**config.mk**
```make
export PLATFORM = sky130hd
export DESIGN_NAME = mtx_ctrl_top
export DESIGN_NICKNAME = d
export VERILOG_FILES = /design/src/mtx_cmd_pkg.sv /design/src/mtx_sig_pkg.sv /design/src/cmd_intake.sv /design/src/sync_sequencer.sv /design/src/tone_gen.sv /design/src/scan_shifter.sv /design/src/gpio_map.sv /design/src/mtx_ctrl_top.sv
export VERILOG_INCLUDE_DIRS = /design/src
export SDC_FILE = /design/constraint.sdc
export NUM_CORES = 1
export LEC_CHECK = 0
export BUFFER_PORTS_ARGS = -buffer_cell sky130_fd_sc_hd__buf_2
export CELL_PAD_IN_SITES_DETAIL_PLACEMENT = 1
export CELL_PAD_IN_SITES_GLOBAL_PLACEMENT = 1
export CORE_ASPECT_RATIO = 1.75
export CORE_MARGIN = 1
export CORE_UTILIZATION = 52
export DETAILED_ROUTE_END_ITERATION = 12
export GPL_ROUTABILITY_DRIVEN = 1
export PLACE_DENSITY = 0.95
export SKIP_CTS_REPAIR_TIMING = 1
export SLEW_MARGIN = 10
export SYNTH_ARGS = -nofsm -noshare
export SYNTH_HDL_FRONTEND = slang
export SYNTH_SLANG_ARGS = --single-unit
```
**constraint.sdc**
```tcl
create_clock -name clk -period 9 [get_ports clk]
set_input_delay 1.8 -clock clk [delete_from_list [all_inputs] [get_ports clk]]
set_output_delay 1.8 -clock clk [all_outputs]
set_load 0.01 [all_outputs]
```
**src/mtx_cfg.svh**
```systemverilog
`ifndef MTX_CFG_SVH
`define MTX_CFG_SVH

// Depth and timing
`define CMD_DEPTH 4
`define SYNC_LEN  16
`define SYMB_LEN  8
`define PHASE_W   16
`define IQ_W      12
`define GPIO_W    12
`define SCAN_DIV  4

// Front-panel pin positions
`define PIN_SYNC  0
`define PIN_LOAD  2
`define PIN_DATA  4
`define PIN_HOLD  5
`define PIN_PHIB  6
`define PIN_PHI   8
`define PIN_ID    10
`define PIN_TX    11

`endif

```
**src/mtx_cmd_pkg.sv**
```systemverilog
`default_nettype none

`include "mtx_cfg.svh"

package mtx_cmd_pkg;

  localparam logic KIND_TONE = 1'b0;
  localparam logic KIND_SCAN = 1'b1;

  typedef struct packed {
    logic                kind;
    logic [6:0]          rsvd;
    logic [7:0]          nsymb;
    logic [`PHASE_W-1:0] freq_inc;
  } tone_cmd_t;

  // Payload bits leave MSB first, starting at bit nbits_m1
  typedef struct packed {
    logic        kind;
    logic [1:0]  rsvd;
    logic [4:0]  nbits_m1;
    logic [23:0] payload;
  } scan_cmd_t;

  typedef union packed {
    tone_cmd_t tone;
    scan_cmd_t scan;
  } cmd_word_t;

endpackage

`default_nettype wire

```
**src/mtx_sig_pkg.sv**
```systemverilog
`default_nettype none

`include "mtx_cfg.svh"

package mtx_sig_pkg;

  typedef enum logic [2:0] {
    PH_IDLE,
    PH_SYNC_A,
    PH_SYNC_B,
    PH_GAP,
    PH_TX
  } sync_phase_t;

  typedef logic signed [`IQ_W-1:0] iq_t;

  // One full cosine period at 16 points, full scale 2047
  // Sine of index k is entry (k - 4) mod 16
  localparam iq_t cos_table [0:15] = '{
    12'sd2047,
    12'sd1891,
    12'sd1447,
    12'sd783,
    12'sd0,
    -12'sd783,
    -12'sd1447,
    -12'sd1891,
    -12'sd2047,
    -12'sd1891,
    -12'sd1447,
    -12'sd783,
    12'sd0,
    12'sd783,
    12'sd1447,
    12'sd1891
  };

endpackage

`default_nettype wire

```
**src/cmd_intake.sv**
```systemverilog
`timescale 1ns/10ps
`default_nettype none

`include "mtx_cfg.svh"

module cmd_intake import mtx_cmd_pkg::*; (
  input  logic      clk,
  input  logic      reset,
  input  logic      cmd_valid,
  input  cmd_word_t cmd_word,
  input  logic      hold,
  input  logic      seq_busy,
  input  logic      scan_busy,
  output logic      cmd_credit,
  output logic      tone_start,
  output logic      scan_start,
  output cmd_word_t head_word
);

  localparam int PTR_W = $clog2(`CMD_DEPTH);
  localparam int CNT_W = $clog2(`CMD_DEPTH + 1);

  cmd_word_t        mem [0:`CMD_DEPTH-1];
  logic [PTR_W-1:0] wr_ptr;
  logic [PTR_W-1:0] rd_ptr;
  logic [CNT_W-1:0] count;
  logic             not_empty;
  logic             pop;

  assign not_empty = (count != '0);
  assign head_word = mem[rd_ptr];

  // The kind flag sits in bit 31 of both layouts
  assign tone_start = not_empty && (head_word.tone.kind == KIND_TONE) && !seq_busy && !hold;
  assign scan_start = not_empty && (head_word.scan.kind == KIND_SCAN) && !scan_busy;

  assign pop        = tone_start || scan_start;
  assign cmd_credit = pop;

  always_ff @(posedge clk) begin
    if (cmd_valid) begin
      mem[wr_ptr] <= cmd_word;
    end
  end

  always_ff @(posedge clk) begin
    if (reset) begin
      wr_ptr <= '0;
      rd_ptr <= '0;
      count  <= '0;
    end else begin
      if (cmd_valid) begin
        wr_ptr <= wr_ptr + 1'b1;
      end
      if (pop) begin
        rd_ptr <= rd_ptr + 1'b1;
      end
      count <= count + CNT_W'(cmd_valid) - CNT_W'(pop);
    end
  end

endmodule

`default_nettype wire

```
**src/sync_sequencer.sv**
```systemverilog
`timescale 1ns/10ps
`default_nettype none

`include "mtx_cfg.svh"

module sync_sequencer import mtx_cmd_pkg::*, mtx_sig_pkg::*; (
  input  logic                clk,
  input  logic                reset,
  input  logic                tone_start,
  input  cmd_word_t           head_word,
  output sync_phase_t         phase,
  output logic [`PHASE_W-1:0] freq_inc,
  output logic                seq_busy
);

  localparam int SC_W = $clog2(`SYNC_LEN);
  localparam int SY_W = $clog2(`SYMB_LEN);
  localparam logic [SC_W-1:0] SYNC_LAST = SC_W'(`SYNC_LEN - 1);
  localparam logic [SY_W-1:0] SYMB_LAST = SY_W'(`SYMB_LEN - 1);

  logic [SC_W-1:0] sync_cnt;
  logic [SY_W-1:0] symb_cnt;
  logic [7:0]      nsymb_left;

  assign seq_busy = (phase != PH_IDLE);

  always_ff @(posedge clk) begin
    if (reset) begin
      phase    <= PH_IDLE;
      sync_cnt <= '0;
      symb_cnt <= '0;
    end else begin
      case (phase)
        PH_IDLE: begin
          if (tone_start) begin
            phase      <= PH_SYNC_A;
            sync_cnt   <= '0;
            nsymb_left <= head_word.tone.nsymb;
            freq_inc   <= head_word.tone.freq_inc;
          end
        end
        PH_SYNC_A, PH_SYNC_B, PH_GAP: begin
          if (sync_cnt == SYNC_LAST) begin
            sync_cnt <= '0;
            symb_cnt <= '0;
            if (phase == PH_SYNC_A) begin
              phase <= PH_SYNC_B;
            end else if (phase == PH_SYNC_B) begin
              phase <= PH_GAP;
            end else begin
              // A zero-length burst ends after the gap
              phase <= (nsymb_left == 8'd0) ? PH_IDLE : PH_TX;
            end
          end else begin
            sync_cnt <= sync_cnt + 1'b1;
          end
        end
        PH_TX: begin
          if (symb_cnt == SYMB_LAST) begin
            symb_cnt   <= '0;
            nsymb_left <= nsymb_left - 8'd1;
            if (nsymb_left == 8'd1) begin
              phase <= PH_IDLE;
            end
          end else begin
            symb_cnt <= symb_cnt + 1'b1;
          end
        end
        default: phase <= PH_IDLE;
      endcase
    end
  end

endmodule

`default_nettype wire

```
**src/tone_gen.sv**
```systemverilog
`timescale 1ns/10ps
`default_nettype none

`include "mtx_cfg.svh"

module tone_gen import mtx_sig_pkg::*; (
  input  logic                      clk,
  input  logic                      reset,
  input  sync_phase_t               phase,
  input  logic [`PHASE_W-1:0]       freq_inc,
  output logic [`PHASE_W-1:0]       ph,
  output logic signed [`IQ_W-1:0]   itx,
  output logic signed [`IQ_W-1:0]   qtx,
  output logic                      tx_valid
);

  logic                in_tx;
  logic [`PHASE_W-1:0] acc;
  logic [3:0]          cos_idx;
  logic [3:0]          sin_idx;
  iq_t                 cos_val;
  iq_t                 sin_val;

  assign in_tx = (phase == PH_TX);
  assign ph    = acc;

  // Top four phase bits select one of sixteen points per period
  assign cos_idx = acc[`PHASE_W-1 -: 4];
  assign sin_idx = cos_idx - 4'd4;
  assign cos_val = cos_table[cos_idx];
  assign sin_val = cos_table[sin_idx];

  // Held at zero outside a burst, so the first transmit cycle starts at phase zero
  always_ff @(posedge clk) begin
    if (reset || !in_tx) begin
      acc <= '0;
    end else begin
      acc <= acc + freq_inc;
    end
  end

  // Samples are muted through the preamble and the gap
  always_ff @(posedge clk) begin
    if (reset) begin
      itx      <= '0;
      qtx      <= '0;
      tx_valid <= 1'b0;
    end else begin
      tx_valid <= in_tx;
      if (in_tx) begin
        itx <= cos_val;
        qtx <= sin_val;
      end else begin
        itx <= '0;
        qtx <= '0;
      end
    end
  end

endmodule

`default_nettype wire

```
**src/scan_shifter.sv**
```systemverilog
`timescale 1ns/10ps
`default_nettype none

`include "mtx_cfg.svh"

module scan_shifter import mtx_cmd_pkg::*; (
  input  logic      clk,
  input  logic      reset,
  input  logic      scan_start,
  input  cmd_word_t head_word,
  output logic      scan_busy,
  output logic      scan_id,
  output logic      scan_phi,
  output logic      scan_phi_bar,
  output logic      scan_data,
  output logic      scan_load
);

  localparam int DIV_W = $clog2(`SCAN_DIV);
  localparam logic [DIV_W-1:0] DIV_LAST = DIV_W'(`SCAN_DIV - 1);

  logic             busy;
  logic             loading;
  logic [1:0]       step;
  logic [DIV_W-1:0] div_cnt;
  logic [4:0]       bit_idx;
  logic [23:0]      payload;
  logic             shifting;

  // Step 0 is data setup, step 1 is phi, step 2 is phi_bar
  assign shifting     = busy && !loading;
  assign scan_busy    = busy;
  assign scan_id      = busy;
  assign scan_phi     = shifting && (step == 2'd1);
  assign scan_phi_bar = shifting && (step == 2'd2);
  assign scan_data    = shifting && payload[bit_idx];
  assign scan_load    = busy && loading;

  always_ff @(posedge clk) begin
    if (reset) begin
      busy    <= 1'b0;
      loading <= 1'b0;
      step    <= 2'd0;
      div_cnt <= '0;
    end else if (!busy) begin
      if (scan_start) begin
        busy    <= 1'b1;
        loading <= 1'b0;
        step    <= 2'd0;
        div_cnt <= '0;
        bit_idx <= head_word.scan.nbits_m1;
        payload <= head_word.scan.payload;
      end
    end else if (div_cnt != DIV_LAST) begin
      div_cnt <= div_cnt + 1'b1;
    end else begin
      div_cnt <= '0;
      if (loading) begin
        busy    <= 1'b0;
        loading <= 1'b0;
      end else if (step == 2'd2) begin
        step <= 2'd0;
        if (bit_idx == 5'd0) begin
          loading <= 1'b1;
        end else begin
          bit_idx <= bit_idx - 5'd1;
        end
      end else begin
        step <= step + 2'd1;
      end
    end
  end

endmodule

`default_nettype wire

```
**src/gpio_map.sv**
```systemverilog
`timescale 1ns/10ps
`default_nettype none

`include "mtx_cfg.svh"

module gpio_map import mtx_sig_pkg::*; (
  input  logic               clk,
  input  logic               reset,
  input  sync_phase_t        phase,
  input  logic               scan_id,
  input  logic               scan_phi,
  input  logic               scan_phi_bar,
  input  logic               scan_data,
  input  logic               scan_load,
  input  logic [`GPIO_W-1:0] fp_gpio_in,
  output logic [`GPIO_W-1:0] fp_gpio_out,
  output logic [`GPIO_W-1:0] fp_gpio_ddr,
  output logic               hold
);

  localparam logic [`GPIO_W-1:0] OUT_MASK =
      (`GPIO_W'(1) << `PIN_SYNC) | (`GPIO_W'(1) << `PIN_LOAD) |
      (`GPIO_W'(1) << `PIN_DATA) | (`GPIO_W'(1) << `PIN_PHIB) |
      (`GPIO_W'(1) << `PIN_PHI)  | (`GPIO_W'(1) << `PIN_ID)   |
      (`GPIO_W'(1) << `PIN_TX);

  logic [`GPIO_W-1:0] gpio_next;
  logic               hold_meta;

  assign fp_gpio_ddr = OUT_MASK;

  always_comb begin
    gpio_next            = '0;
    gpio_next[`PIN_SYNC] = (phase == PH_SYNC_B) || (phase == PH_GAP);
    gpio_next[`PIN_TX]   = (phase == PH_TX);
    gpio_next[`PIN_ID]   = scan_id;
    gpio_next[`PIN_PHI]  = scan_phi;
    gpio_next[`PIN_PHIB] = scan_phi_bar;
    gpio_next[`PIN_DATA] = scan_data;
    gpio_next[`PIN_LOAD] = scan_load;
  end

  always_ff @(posedge clk) begin
    if (reset) begin
      fp_gpio_out <= '0;
      hold_meta   <= 1'b0;
      hold        <= 1'b0;
    end else begin
      fp_gpio_out <= gpio_next;
      // Hold pin is asynchronous to clk
      hold_meta   <= fp_gpio_in[`PIN_HOLD];
      hold        <= hold_meta;
    end
  end

endmodule

`default_nettype wire

```
**src/mtx_ctrl_top.sv**
```systemverilog
`timescale 1ns/10ps
`default_nettype none

`include "mtx_cfg.svh"

module mtx_ctrl_top import mtx_cmd_pkg::*, mtx_sig_pkg::*; (
  input  logic                    clk,
  input  logic                    reset,
  input  logic                    cmd_valid,
  input  cmd_word_t               cmd_word,
  input  logic [`GPIO_W-1:0]      fp_gpio_in,
  output logic                    cmd_credit,
  output logic signed [`IQ_W-1:0] itx,
  output logic signed [`IQ_W-1:0] qtx,
  output logic                    tx_valid,
  output logic [`PHASE_W-1:0]     ph,
  output logic [`GPIO_W-1:0]      fp_gpio_out,
  output logic [`GPIO_W-1:0]      fp_gpio_ddr
);

  cmd_word_t           head_word;
  sync_phase_t         phase;
  logic [`PHASE_W-1:0] freq_inc;
  logic                hold;
  logic                tone_start;
  logic                scan_start;
  logic                seq_busy;
  logic                scan_busy;
  logic                scan_id;
  logic                scan_phi;
  logic                scan_phi_bar;
  logic                scan_data;
  logic                scan_load;

  cmd_intake u_cmd_intake (
    .clk(clk), .reset(reset), .cmd_valid(cmd_valid), .cmd_word(cmd_word),
    .hold(hold), .seq_busy(seq_busy), .scan_busy(scan_busy),
    .cmd_credit(cmd_credit), .tone_start(tone_start), .scan_start(scan_start),
    .head_word(head_word)
  );

  sync_sequencer u_sync_sequencer (
    .clk(clk), .reset(reset), .tone_start(tone_start), .head_word(head_word),
    .phase(phase), .freq_inc(freq_inc), .seq_busy(seq_busy)
  );

  tone_gen u_tone_gen (
    .clk(clk), .reset(reset), .phase(phase), .freq_inc(freq_inc),
    .ph(ph), .itx(itx), .qtx(qtx), .tx_valid(tx_valid)
  );

  scan_shifter u_scan_shifter (
    .clk(clk), .reset(reset), .scan_start(scan_start), .head_word(head_word),
    .scan_busy(scan_busy), .scan_id(scan_id), .scan_phi(scan_phi),
    .scan_phi_bar(scan_phi_bar), .scan_data(scan_data), .scan_load(scan_load)
  );

  gpio_map u_gpio_map (
    .clk(clk), .reset(reset), .phase(phase), .scan_id(scan_id),
    .scan_phi(scan_phi), .scan_phi_bar(scan_phi_bar), .scan_data(scan_data),
    .scan_load(scan_load), .fp_gpio_in(fp_gpio_in), .fp_gpio_out(fp_gpio_out),
    .fp_gpio_ddr(fp_gpio_ddr), .hold(hold)
  );

endmodule

`default_nettype wire

```
==> results.toml, run 1 <==
[outcome]
status = "finished clean"

[routing]
dr.pass1.iters = 4
ant_nets = 0
routed-via-count = 6058
drc_errors = 0
avgRoutedWirePerCell_um = 21.1
finalWirelength_um = 22100
vias_per_cell = 5.78
drtIter0Drc = 298

[layout]
final_cell_mix = "edfxtp_1, buf_2, nor2_1, dfxtp_1, nand2_1"
nNetsFinal = 876
final_common_cell = "edfxtp_1"
final_util_pct = 59.1
antenna_cells = 0
final_cells = 1049
syn2layout_area_growth_pct = 11.8
drive_gt1_share_pct = 20.8
final_cell_area_um2 = 11300
nFillCells = 1846

[placement]
portBuffers = 82
dp_hpwl_um = 15200
routabilityCongestion = 0.837
dp.cells = 1009
dp_slack_ns = 4.81
dpl-instance-area_um2 = 10600

[yosys]
ys_seq_area_share_pct = 65.3
ys_ff_latch = 243
synth_top_area_cell = "edfxtp_1"
synthesis.area_um2 = 10100
synthTopCellsByArea = "edfxtp_1, dfxtp_1, mux4_2"
yosys_warnings = 0
syn_avg_cell_area_um2 = 14.0
synthFlopType = "edfxtp_1"
async_reset_ff_share_pct = 0
synth_edf_count = 173
syn_inst = 720
netlist.area_leader.share_pct = 51.4
ys_types = 53

[sta]
fmax_ghz = 0.215
setup_slack_ns = 4.35
setup_viol = 0
final_hold_viol_count = 0
post-route-period-util_pct = 51.7
drv_slew = 0
holdWs_ns = 0.468
rsz0062_at_grt = "false"
slew_headroom_pct = 15.3
finClkSkew_ns = 0.0221
period_minus_slack_ns = 4.65
fin_setup_tns_ns = 0
worst_pin_slew_ns = 1.26

[setup_path]
start_kind = "flop"
worst_ep_arrival_time_ns = 2.85
path_cells = "buf_4 -> mux4_2 -> or4_4 -> a21oi_4 -> buf_2"
crit_slowest_cell = "mux4_2"
critPathKind = "reg -> out"
slowest_delay_ns = 0.64
crit_fanout = 30
cp-end-kind = "output port"
crit_required_ns = 7.20

[floorplan]
std_cell_rows = 67
die_area_um2 = 20000
die_h_um = 186
initial_utilization_pct = 52.9
ios = 113
fp.coreArea_um2 = 19100
die-width_um = 107

[clock_network]
cts_buffer_depth = 3
htree_levels = 1
cts_made_buffers = 22
clock_latency_ns = 0.52
clock-root-buffer = "clkbuf_16"
clock_sink_count = 243
cts_tree = "built"
clkTransAtPathRegs_ns = 0.06

[power]
p_total_mw = 2.75
peakVddDrop_mv = 0.205
p_leak_nw = 4.13
p_per_area_nw_per_um2 = 243

[grt]
track_usage_pct = 22.8
grt_pass1_wl_um = 34700
grt_max_degree = 35
grt_pass1_vias = 6484
gr-total-overflow = 0
antenna_found_initial = 0

[run]
maxCapViolCount = 0

[worst_hold_path]
min_path_type = "reg -> reg"
cells by family (layout without fill, tap and decap cells):
kind of cell,count (synthesis),count (layout),synth area share [%]
simple gates,184,184,8.46
other cells,2,17,0.0743
buf+inv,73,146,3.58
xor+xnor,27,27,2.34
flops,243,243,65.3
fa+ha+maj,37,37,4.73
mux,45,45,8.95
compound gates,109,109,6.60
critical path: cells and delay by family, from the launching register on:
family,cells,cell delay [ns]
simple gates,1,0.52
buf+inv,2,0.65
flops,1,0.31
mux,1,0.64
compound gates,1,0.21
power breakdown:
group,internal [mW],switching [mW],leakage [nW]
clock network,0.479,0.397,0.314
logic,0.202,0.285,1.66
registers,1.33,0.0555,2.15
final timing paths:
| check | end | from | slack [ns] | cells past startpoint |
|---|---|---|---|---|
| worst max-delay path | cmd_credit | flop | 4.35 | 5 |
| worst min-delay path | u_gpio_map.hold$_SDFF_PP0_ | u_gpio_map.hold_meta$_SDFF_PP0_ | 0.47 | 1 |
| worst max register to register | u_sync_sequencer.nsymb_left[0]$_DFFE_PP_ | flop | 5.55 | 6 |
| worst min register to register | u_gpio_map.hold$_SDFF_PP0_ | u_gpio_map.hold_meta$_SDFF_PP0_ | 0.47 | 1 |
layout make-up:
| cell class | count | area (µm²) | share of cell area [%] |
|---|---|---|---|
| Clock buffer | 25 | 562 | 4.97 |
| Clock inverter | 15 | 111 | 0.985 |
| Inverter | 21 | 78.8 | 0.697 |
| Multi-Input combinational cell | 419 | 3220 | 28.5 |
| Sequential cell | 243 | 6600 | 58.4 |
| Tap cell | 241 | 302 | 2.67 |
| Timing Repair Buffer | 85 | 433 | 3.83 |
layer usage:
layer | vias up | track usage [%] | part of all wire [%]
met5 | - | 0 | 0
met4 | 0 | 10.2 | 4.3
met3 | 68 | 3.88 | 4.4
met2 | 208 | 42.1 | 55
met1 | 3022 | 24.9 | 36
li1 | 2760 | - | -
cell usage after synthesis, types with 10 or more instances:
cell      instances
dfxtp_1          70
buf_4            22
nand2_1          47
nor2_1           70
a21oi_1          39
nor3_1           16
nand2b_1         10
inv_1            21
mux4_2           36
clkbuf_1         23
ha_1             35
o21ai_0          31
xnor2_1          16
xor2_1           11
edfxtp_1        173
registers in the layout (all words and copies together), names as in the netlist, named ones only:
signal,count
u_cmd_intake.count,3
u_cmd_intake.mem,120
u_cmd_intake.rd_ptr,2
u_cmd_intake.wr_ptr,2
u_gpio_map.fp_gpio_out,7
u_gpio_map.hold,1
u_gpio_map.hold_meta,1
u_scan_shifter.bit_idx,5
u_scan_shifter.div_cnt,2
u_scan_shifter.loading,1
u_scan_shifter.payload,24
u_scan_shifter.scan_busy,1
u_scan_shifter.step,2
u_sync_sequencer.freq_inc,16
u_sync_sequencer.nsymb_left,8
u_sync_sequencer.phase,3
u_sync_sequencer.symb_cnt,3
u_sync_sequencer.sync_cnt,4
u_tone_gen.itx,10
u_tone_gen.ph,16
u_tone_gen.qtx,10
Note: power is estimated with default switching activity, not from simulation.
==> inputs of run 2 (changes only) <==
ABC_AREA = 1   (was default)
CORE_UTILIZATION = 42   (was 52)
PLACE_DENSITY = 0.87   (was 0.95)
clock period = 3.8 ns   (was 9 ns; I/O delays follow)
==> run 2 against run 1 <==
- worst hold slack got worse by 0.036 ns
- clock power grew 140%
- combinational power grew to 4.6 times the previous value
- final area increased by 4.9%
- sequential power increased to 2.5 times the previous value
- worst setup slack worse by 3.4 ns
- sequential share of layout area shrank 2.7 points
- register-to-register slack got worse by 4.6 ns
==> results.toml, run 2 <==
[outcome]
status = "finished clean"

[clock_network]
clkTransAtPathRegs_ns = 0.07
cts_tree = "built"
cts_buffer_depth = 3
clock_latency_ns = 0.52
cts_made_buffers = 23
clock_sink_count = 243
clock-root-buffer = "clkbuf_16"
htree_levels = 1

[grt]
gr-total-overflow = 0
grt_pass1_vias = 8250
antenna_found_initial = 1
grt_max_degree = 59
track_usage_pct = 20.3
grt_pass1_wl_um = 40600

[floorplan]
die-width_um = 122
die_area_um2 = 25900
initial_utilization_pct = 42.8
ios = 113
std_cell_rows = 76
fp.coreArea_um2 = 24700
die_h_um = 212

[run]
maxCapViolCount = 0

[yosys]
synthFlopType = "edfxtp_1"
ys_ff_latch = 243
synth_top_area_cell = "edfxtp_1"
yosys_warnings = 0
yosysMostFrequentCell = "nand2_1"
netlist.area_leader.share_pct = 49.1
synth_edf_count = 173
synthesis.area_um2 = 10600
synthTopCellsByArea = "edfxtp_1, dfxtp_1, nand2_1"
ys_top_cells_by_count = "nand2_1, edfxtp_1, nor2_1, inv_1, o21ai_0"
async_reset_ff_share_pct = 0
syn_inst = 1045
syn_avg_cell_area_um2 = 10.1
ys_seq_area_share_pct = 62.3
ys_types = 43

[sta]
post-route-period-util_pct = 75.4
slew_headroom_pct = 54.2
rsz0062_at_grt = "false"
final_hold_viol_count = 0
drv_slew = 0
period_minus_slack_ns = 2.87
fmax_ghz = 0.349
fin_setup_tns_ns = 0
finClkSkew_ns = 0.0107
setup_viol = 0
worst_pin_slew_ns = 0.682

[placement]
portBuffers = 82
dp_hpwl_um = 17700
routabilityCongestion = 0.835

[layout]
final_common_cell = "nand2_1"
top_register = "u_cmd_intake.mem"
antenna_cells = 0
nNetsFinal = 1206
nFillCells = 2781
regArea_um2 = 6600
drive_gt1_share_pct = 13.3
final_cell_mix = "nand2_1, edfxtp_1, nor2_1, inv_1, o21ai_0"
multi_input_area_um2 = 3280
largest_register_ffs = 120
syn2layout_area_growth_pct = 12.0
reg.largest.list = "u_cmd_intake.mem: 120 flops, u_scan_shifter.payload: 24 flops"

[routing]
vias_per_cell = 5.23
dr.pass1.iters = 4
drc_errors = 0
routed-via-count = 7584
finalWirelength_um = 25300
avgRoutedWirePerCell_um = 17.4
ant_nets = 0
drtIter0Drc = 398

[setup_path]
crit_required_ns = 3.04
crit_fanout = 12
critPathKind = "reg -> out"
start_kind = "flop"
cp-end-kind = "output port"
worst_ep_arrival_time_ns = 2.11

[power]
p_per_area_nw_per_um2 = 662
p_leak_nw = 4.98
p_total_mw = 7.85
peakVddDrop_mv = 0.403

[worst_hold_path]
worstHoldStart = "u_gpio_map.hold_meta$_SDFF_PP0_"
min_path_type = "reg -> reg"
-- run 2: cell families after synthesis --
logic type | after synthesis | synth area share (%)
and+or+nand+nor | 393 | 15.3
adders and majority gates | 37 | 4.51
xor gates and xnor gates | 10 | 0.827
other | 2 | 0.0709
AOI/OAI and AO/OA | 190 | 9.72
DFF | 243 | 62.3
buffers and inverters | 170 | 7.28
-- run 2: area by class of cell --
class	instances	area share, %
Tap cell	312	3.29
Clock inverter	11	0.528
Sequential cell	243	55.6
Inverter	114	3.63
Timing Repair Buffer	93	4.16
Multi-Input combinational cell	647	27.7
Clock buffer	30	5.08
-- run 2: final timing paths --
check / end / slack, ns / cells past startpoint
max reg2reg: u_cmd_intake.count[2]$_SDFF_PP0_ / 1.00 / 13
min reg2reg: u_gpio_map.hold$_SDFF_PP0_ / 0.43 / 2
min: u_gpio_map.hold$_SDFF_PP0_ / 0.43 / 2
max: cmd_credit / 0.93 / 7
-- run 2: report_power, final --
group          total, mW  leakage [nW]  internal, mW  switching (mW)
Combinational       2.23          2.51         0.677            1.55
Sequential          3.53          2.16          3.31           0.220
Clock               2.09         0.315          1.12           0.966
Total               7.85          4.98          5.11            2.74
-- run 2: critical path, stage by stage, from the launching register on --
cell and delay (ns):
dfxtp_1 0.61, nand2_1 0.13, nand3_1 0.14, nand2_1 0.10, nor2_1 0.13, nand2_1 0.13, nand2_1 0.18, buf_2 0.16
-- run 2: routing by layer --
layer | share of wire (%) | wire [µm] | GRT usage [%]
met1 | 35 | 8920 | 19.7
met2 | 56 | 14200 | 39.7
met3 | 4.6 | 1160 | 3.17
met4 | 3.9 | 985 | 10.9
met5 | 0 | 0 | 0
-- run 2: metrics by stage --
stage | hold slack, ns | std cells | setup slack [ns] | instance area [µm²] | utilization, %
2_1_floorplan | 0.388 | 1060 | 1.22 | 10600 | -
3_3_place_gp | 0.414 | 1409 | 1.23 | 11200 | 45.3
3_5_place_dp | 0.425 | 1409 | 1.11 | 11200 | 45.3
4_1_cts | 0.429 | 1450 | 0.918 | 11900 | 48.0
5_1_grt | 0.455 | 1450 | 0.741 | 11900 | 48.0
6_report | 0.432 | 1450 | 0.934 | 11900 | 48.0
==> inputs of run 3 (changes only) <==
CORE_UTILIZATION = 46   (was 42)
PLACE_DENSITY = 0.9   (was 0.87)
clock period = 2.97 ns   (was 3.8 ns; I/O delays follow)
==> run 3 against run 2 <==
- worst hold slack worse by 0.14 ns
- sequential share of layout area is 0.48 points lower
- via count is 1.6% higher
- non-clock buffer count is 2 higher
- utilization is 4.8 points higher
- clock skew hardly changed
- power is 34% higher
- flip-flop and latch count stayed put
- die area is 8.6% lower
- final area is 0.87% higher
- critical path depth is 6 higher
- routed wire length is 6.0% higher
- critical path type is now reg -> reg
==> results.toml, run 3 (synthesis results as in run 2) <==
[outcome]
status = "finished clean"

[sta]
fin_setup_tns_ns = 0
setup_viol = 0
fmax_ghz = 0.401
holdWs_ns = 0.289
rsz0062_at_grt = "false"
final_hold_viol_count = 0
worst_pin_slew_ns = 0.593
finClkSkew_ns = 0.0104
period_minus_slack_ns = 2.50
slew_headroom_pct = 60.5
drv_slew = 0
post-route-period-util_pct = 84.0

[floorplan]
die_area_um2 = 23700
initial_utilization_pct = 46.8
ios = 113
std_cell_rows = 73
die-width_um = 117
die_h_um = 203
fp.coreArea_um2 = 22700

[grt]
gr-total-overflow = 0
antenna_found_initial = 0
grt_max_degree = 59
grt_pass1_vias = 8420
grt_pass1_wl_um = 42500
track_usage_pct = 23.4

[routing]
dr.pass1.iters = 4
ant_nets = 0
drtIter0Drc = 265
avgRoutedWirePerCell_um = 18.6
drc_errors = 0
finalWirelength_um = 26800
routed-via-count = 7709
vias_per_cell = 5.36

[placement]
portBuffers = 82
dp_hpwl_um = 18900
routabilityCongestion = 0.847
dp.cells = 1399

[clock_network]
cts_buffer_depth = 3
htree_levels = 1
clock_sink_count = 243
clock-root-buffer = "clkbuf_16"
clock_latency_ns = 0.52
cts_tree = "built"
clkTransAtPathRegs_ns = 0.07
cts_made_buffers = 23

[layout]
top_register = "u_cmd_intake.mem"
final_cells = 1439
final_common_cell = "nand2_1"
antenna_cells = 0
final_cell_mix = "nand2_1, edfxtp_1, nor2_1, inv_1, o21ai_0"
syn2layout_area_growth_pct = 12.9
largest_register_ffs = 120
drive_gt1_share_pct = 13.6
reg.largest.list = "u_cmd_intake.mem: 120 flops, u_scan_shifter.payload: 24 flops"
nNetsFinal = 1208

[power]
combinationalPowerShare_pct = 28.0
p_per_area_nw_per_um2 = 876
pwr-share-clk_pct = 28.7
seqPwrFrac_pct = 43.3
p_sw_share_pct = 34.3
p_leak_nw = 5.05
peakVddDrop_mv = 0.552
p_int_mw = 6.89
p_sw_mw = 3.59

[setup_path]
critPathKind = "reg -> reg"
cp-end-kind = "flop"
start_kind = "flop"
crit_required_ns = 3.42
regToRegEndpoint = "u_cmd_intake.count[2]$_SDFF_PP0_"
ff2ff_setup_slack_ns = 0.47
crit_fanout = 5
worst_ep_arrival_time_ns = 2.94
reg2regPathDepth = 13

[worst_hold_path]
min_path_type = "in -> reg"
min_delay_worst_endpoint = "u_cmd_intake.mem[3][17]$_DFFE_PP_"
worstHoldStart = "cmd_word[17]"
min_path_cells = 1

[run]
maxCapViolCount = 0
-- run 3: changes by cell type in the layout (fill, tap and decap cells not counted) --
cell        previous run  this run
bufinv_16              0         2
buf_4                 11        13
clkinvlp_2             1         0
clkinv_1               4         2
clkbuf_1               7         5
clkinv_4               1         0
clkinvlp_4             2         0
inv_1                106       107
inv_6                  1         0
clkbuf_16             23        25
clkbuf_8               0         3
-- run 3: final cells by class --
class	count	area, µm²
Clock inverter	7	81.3
Multi-Input combinational cell	647	3280
Sequential cell	243	6600
Tap cell	300	375
Timing Repair Buffer	95	508
Fill cell	2552	10700
Inverter	114	430
Clock buffer	33	686
-- run 3: how the worst max path moves through the flow --
stage	slack, ns	cells past startpoint	end
final	0.47	13	u_cmd_intake.count[2]$_SDFF_PP0_
after global routing	0.26	13	u_cmd_intake.count[2]$_SDFF_PP0_
after CTS	0.46	13	u_cmd_intake.count[2]$_SDFF_PP0_
after detailed placement	0.51	13	u_cmd_intake.count[2]$_SDFF_PP0_
after global placement	0.68	13	u_cmd_intake.count[2]$_SDFF_PP0_
after floorplan	0.55	3	u_scan_shifter.payload[0]$_DFFE_PP_
-- run 3: critical path, cell delays in order, from the launching register on --
cell	delay, ns
dfxtp_1	0.41
inv_2	0.08
nand2_1	0.08
nand3_1	0.10
nand2_1	0.12
nor2_1	0.05
nand2_1	0.11
nand2_1	0.15
ha_1	0.31
inv_1	0.04
ha_1	0.18
fa_1	0.39
or2_2	0.30
a21oi_1	0.12
-- run 3: power groups by stage --
stage          registers [mW]  logic, mW  clock network (mW)
2_1_floorplan            4.51       2.01                   0
3_3_place_gp             4.54       2.64                   0
3_5_place_dp             4.60       2.91                   0
4_1_cts                  4.53       2.96                3.06
5_1_grt                  4.58       3.31                3.18
6_report                 4.54       2.93                3.01
-- run 3: metrics by stage --
stage / total power [mW] / area (µm²) / utilization (%) / setup WS [ns]
CTS: 10.6 / 12000 / 52.8 / 0.456
global route: 11.1 / 12000 / 52.8 / 0.261
floorplan: 6.52 / 10600 / - / 0.551
finish: 10.5 / 12000 / 52.8 / 0.475
global placement: 7.18 / 11200 / 49.4 / 0.682
detailed placement: 7.51 / 11200 / 49.4 / 0.505
-- run 3: metal layers --
| metal | global-route usage, % | wire length, µm |
|---|---|---|
| met2 | 44.7 | 15000 |
| met5 | 0 | 0 |
| met3 | 3.16 | 951 |
| met1 | 23.3 | 9490 |
| met4 | 13.7 | 1400 |
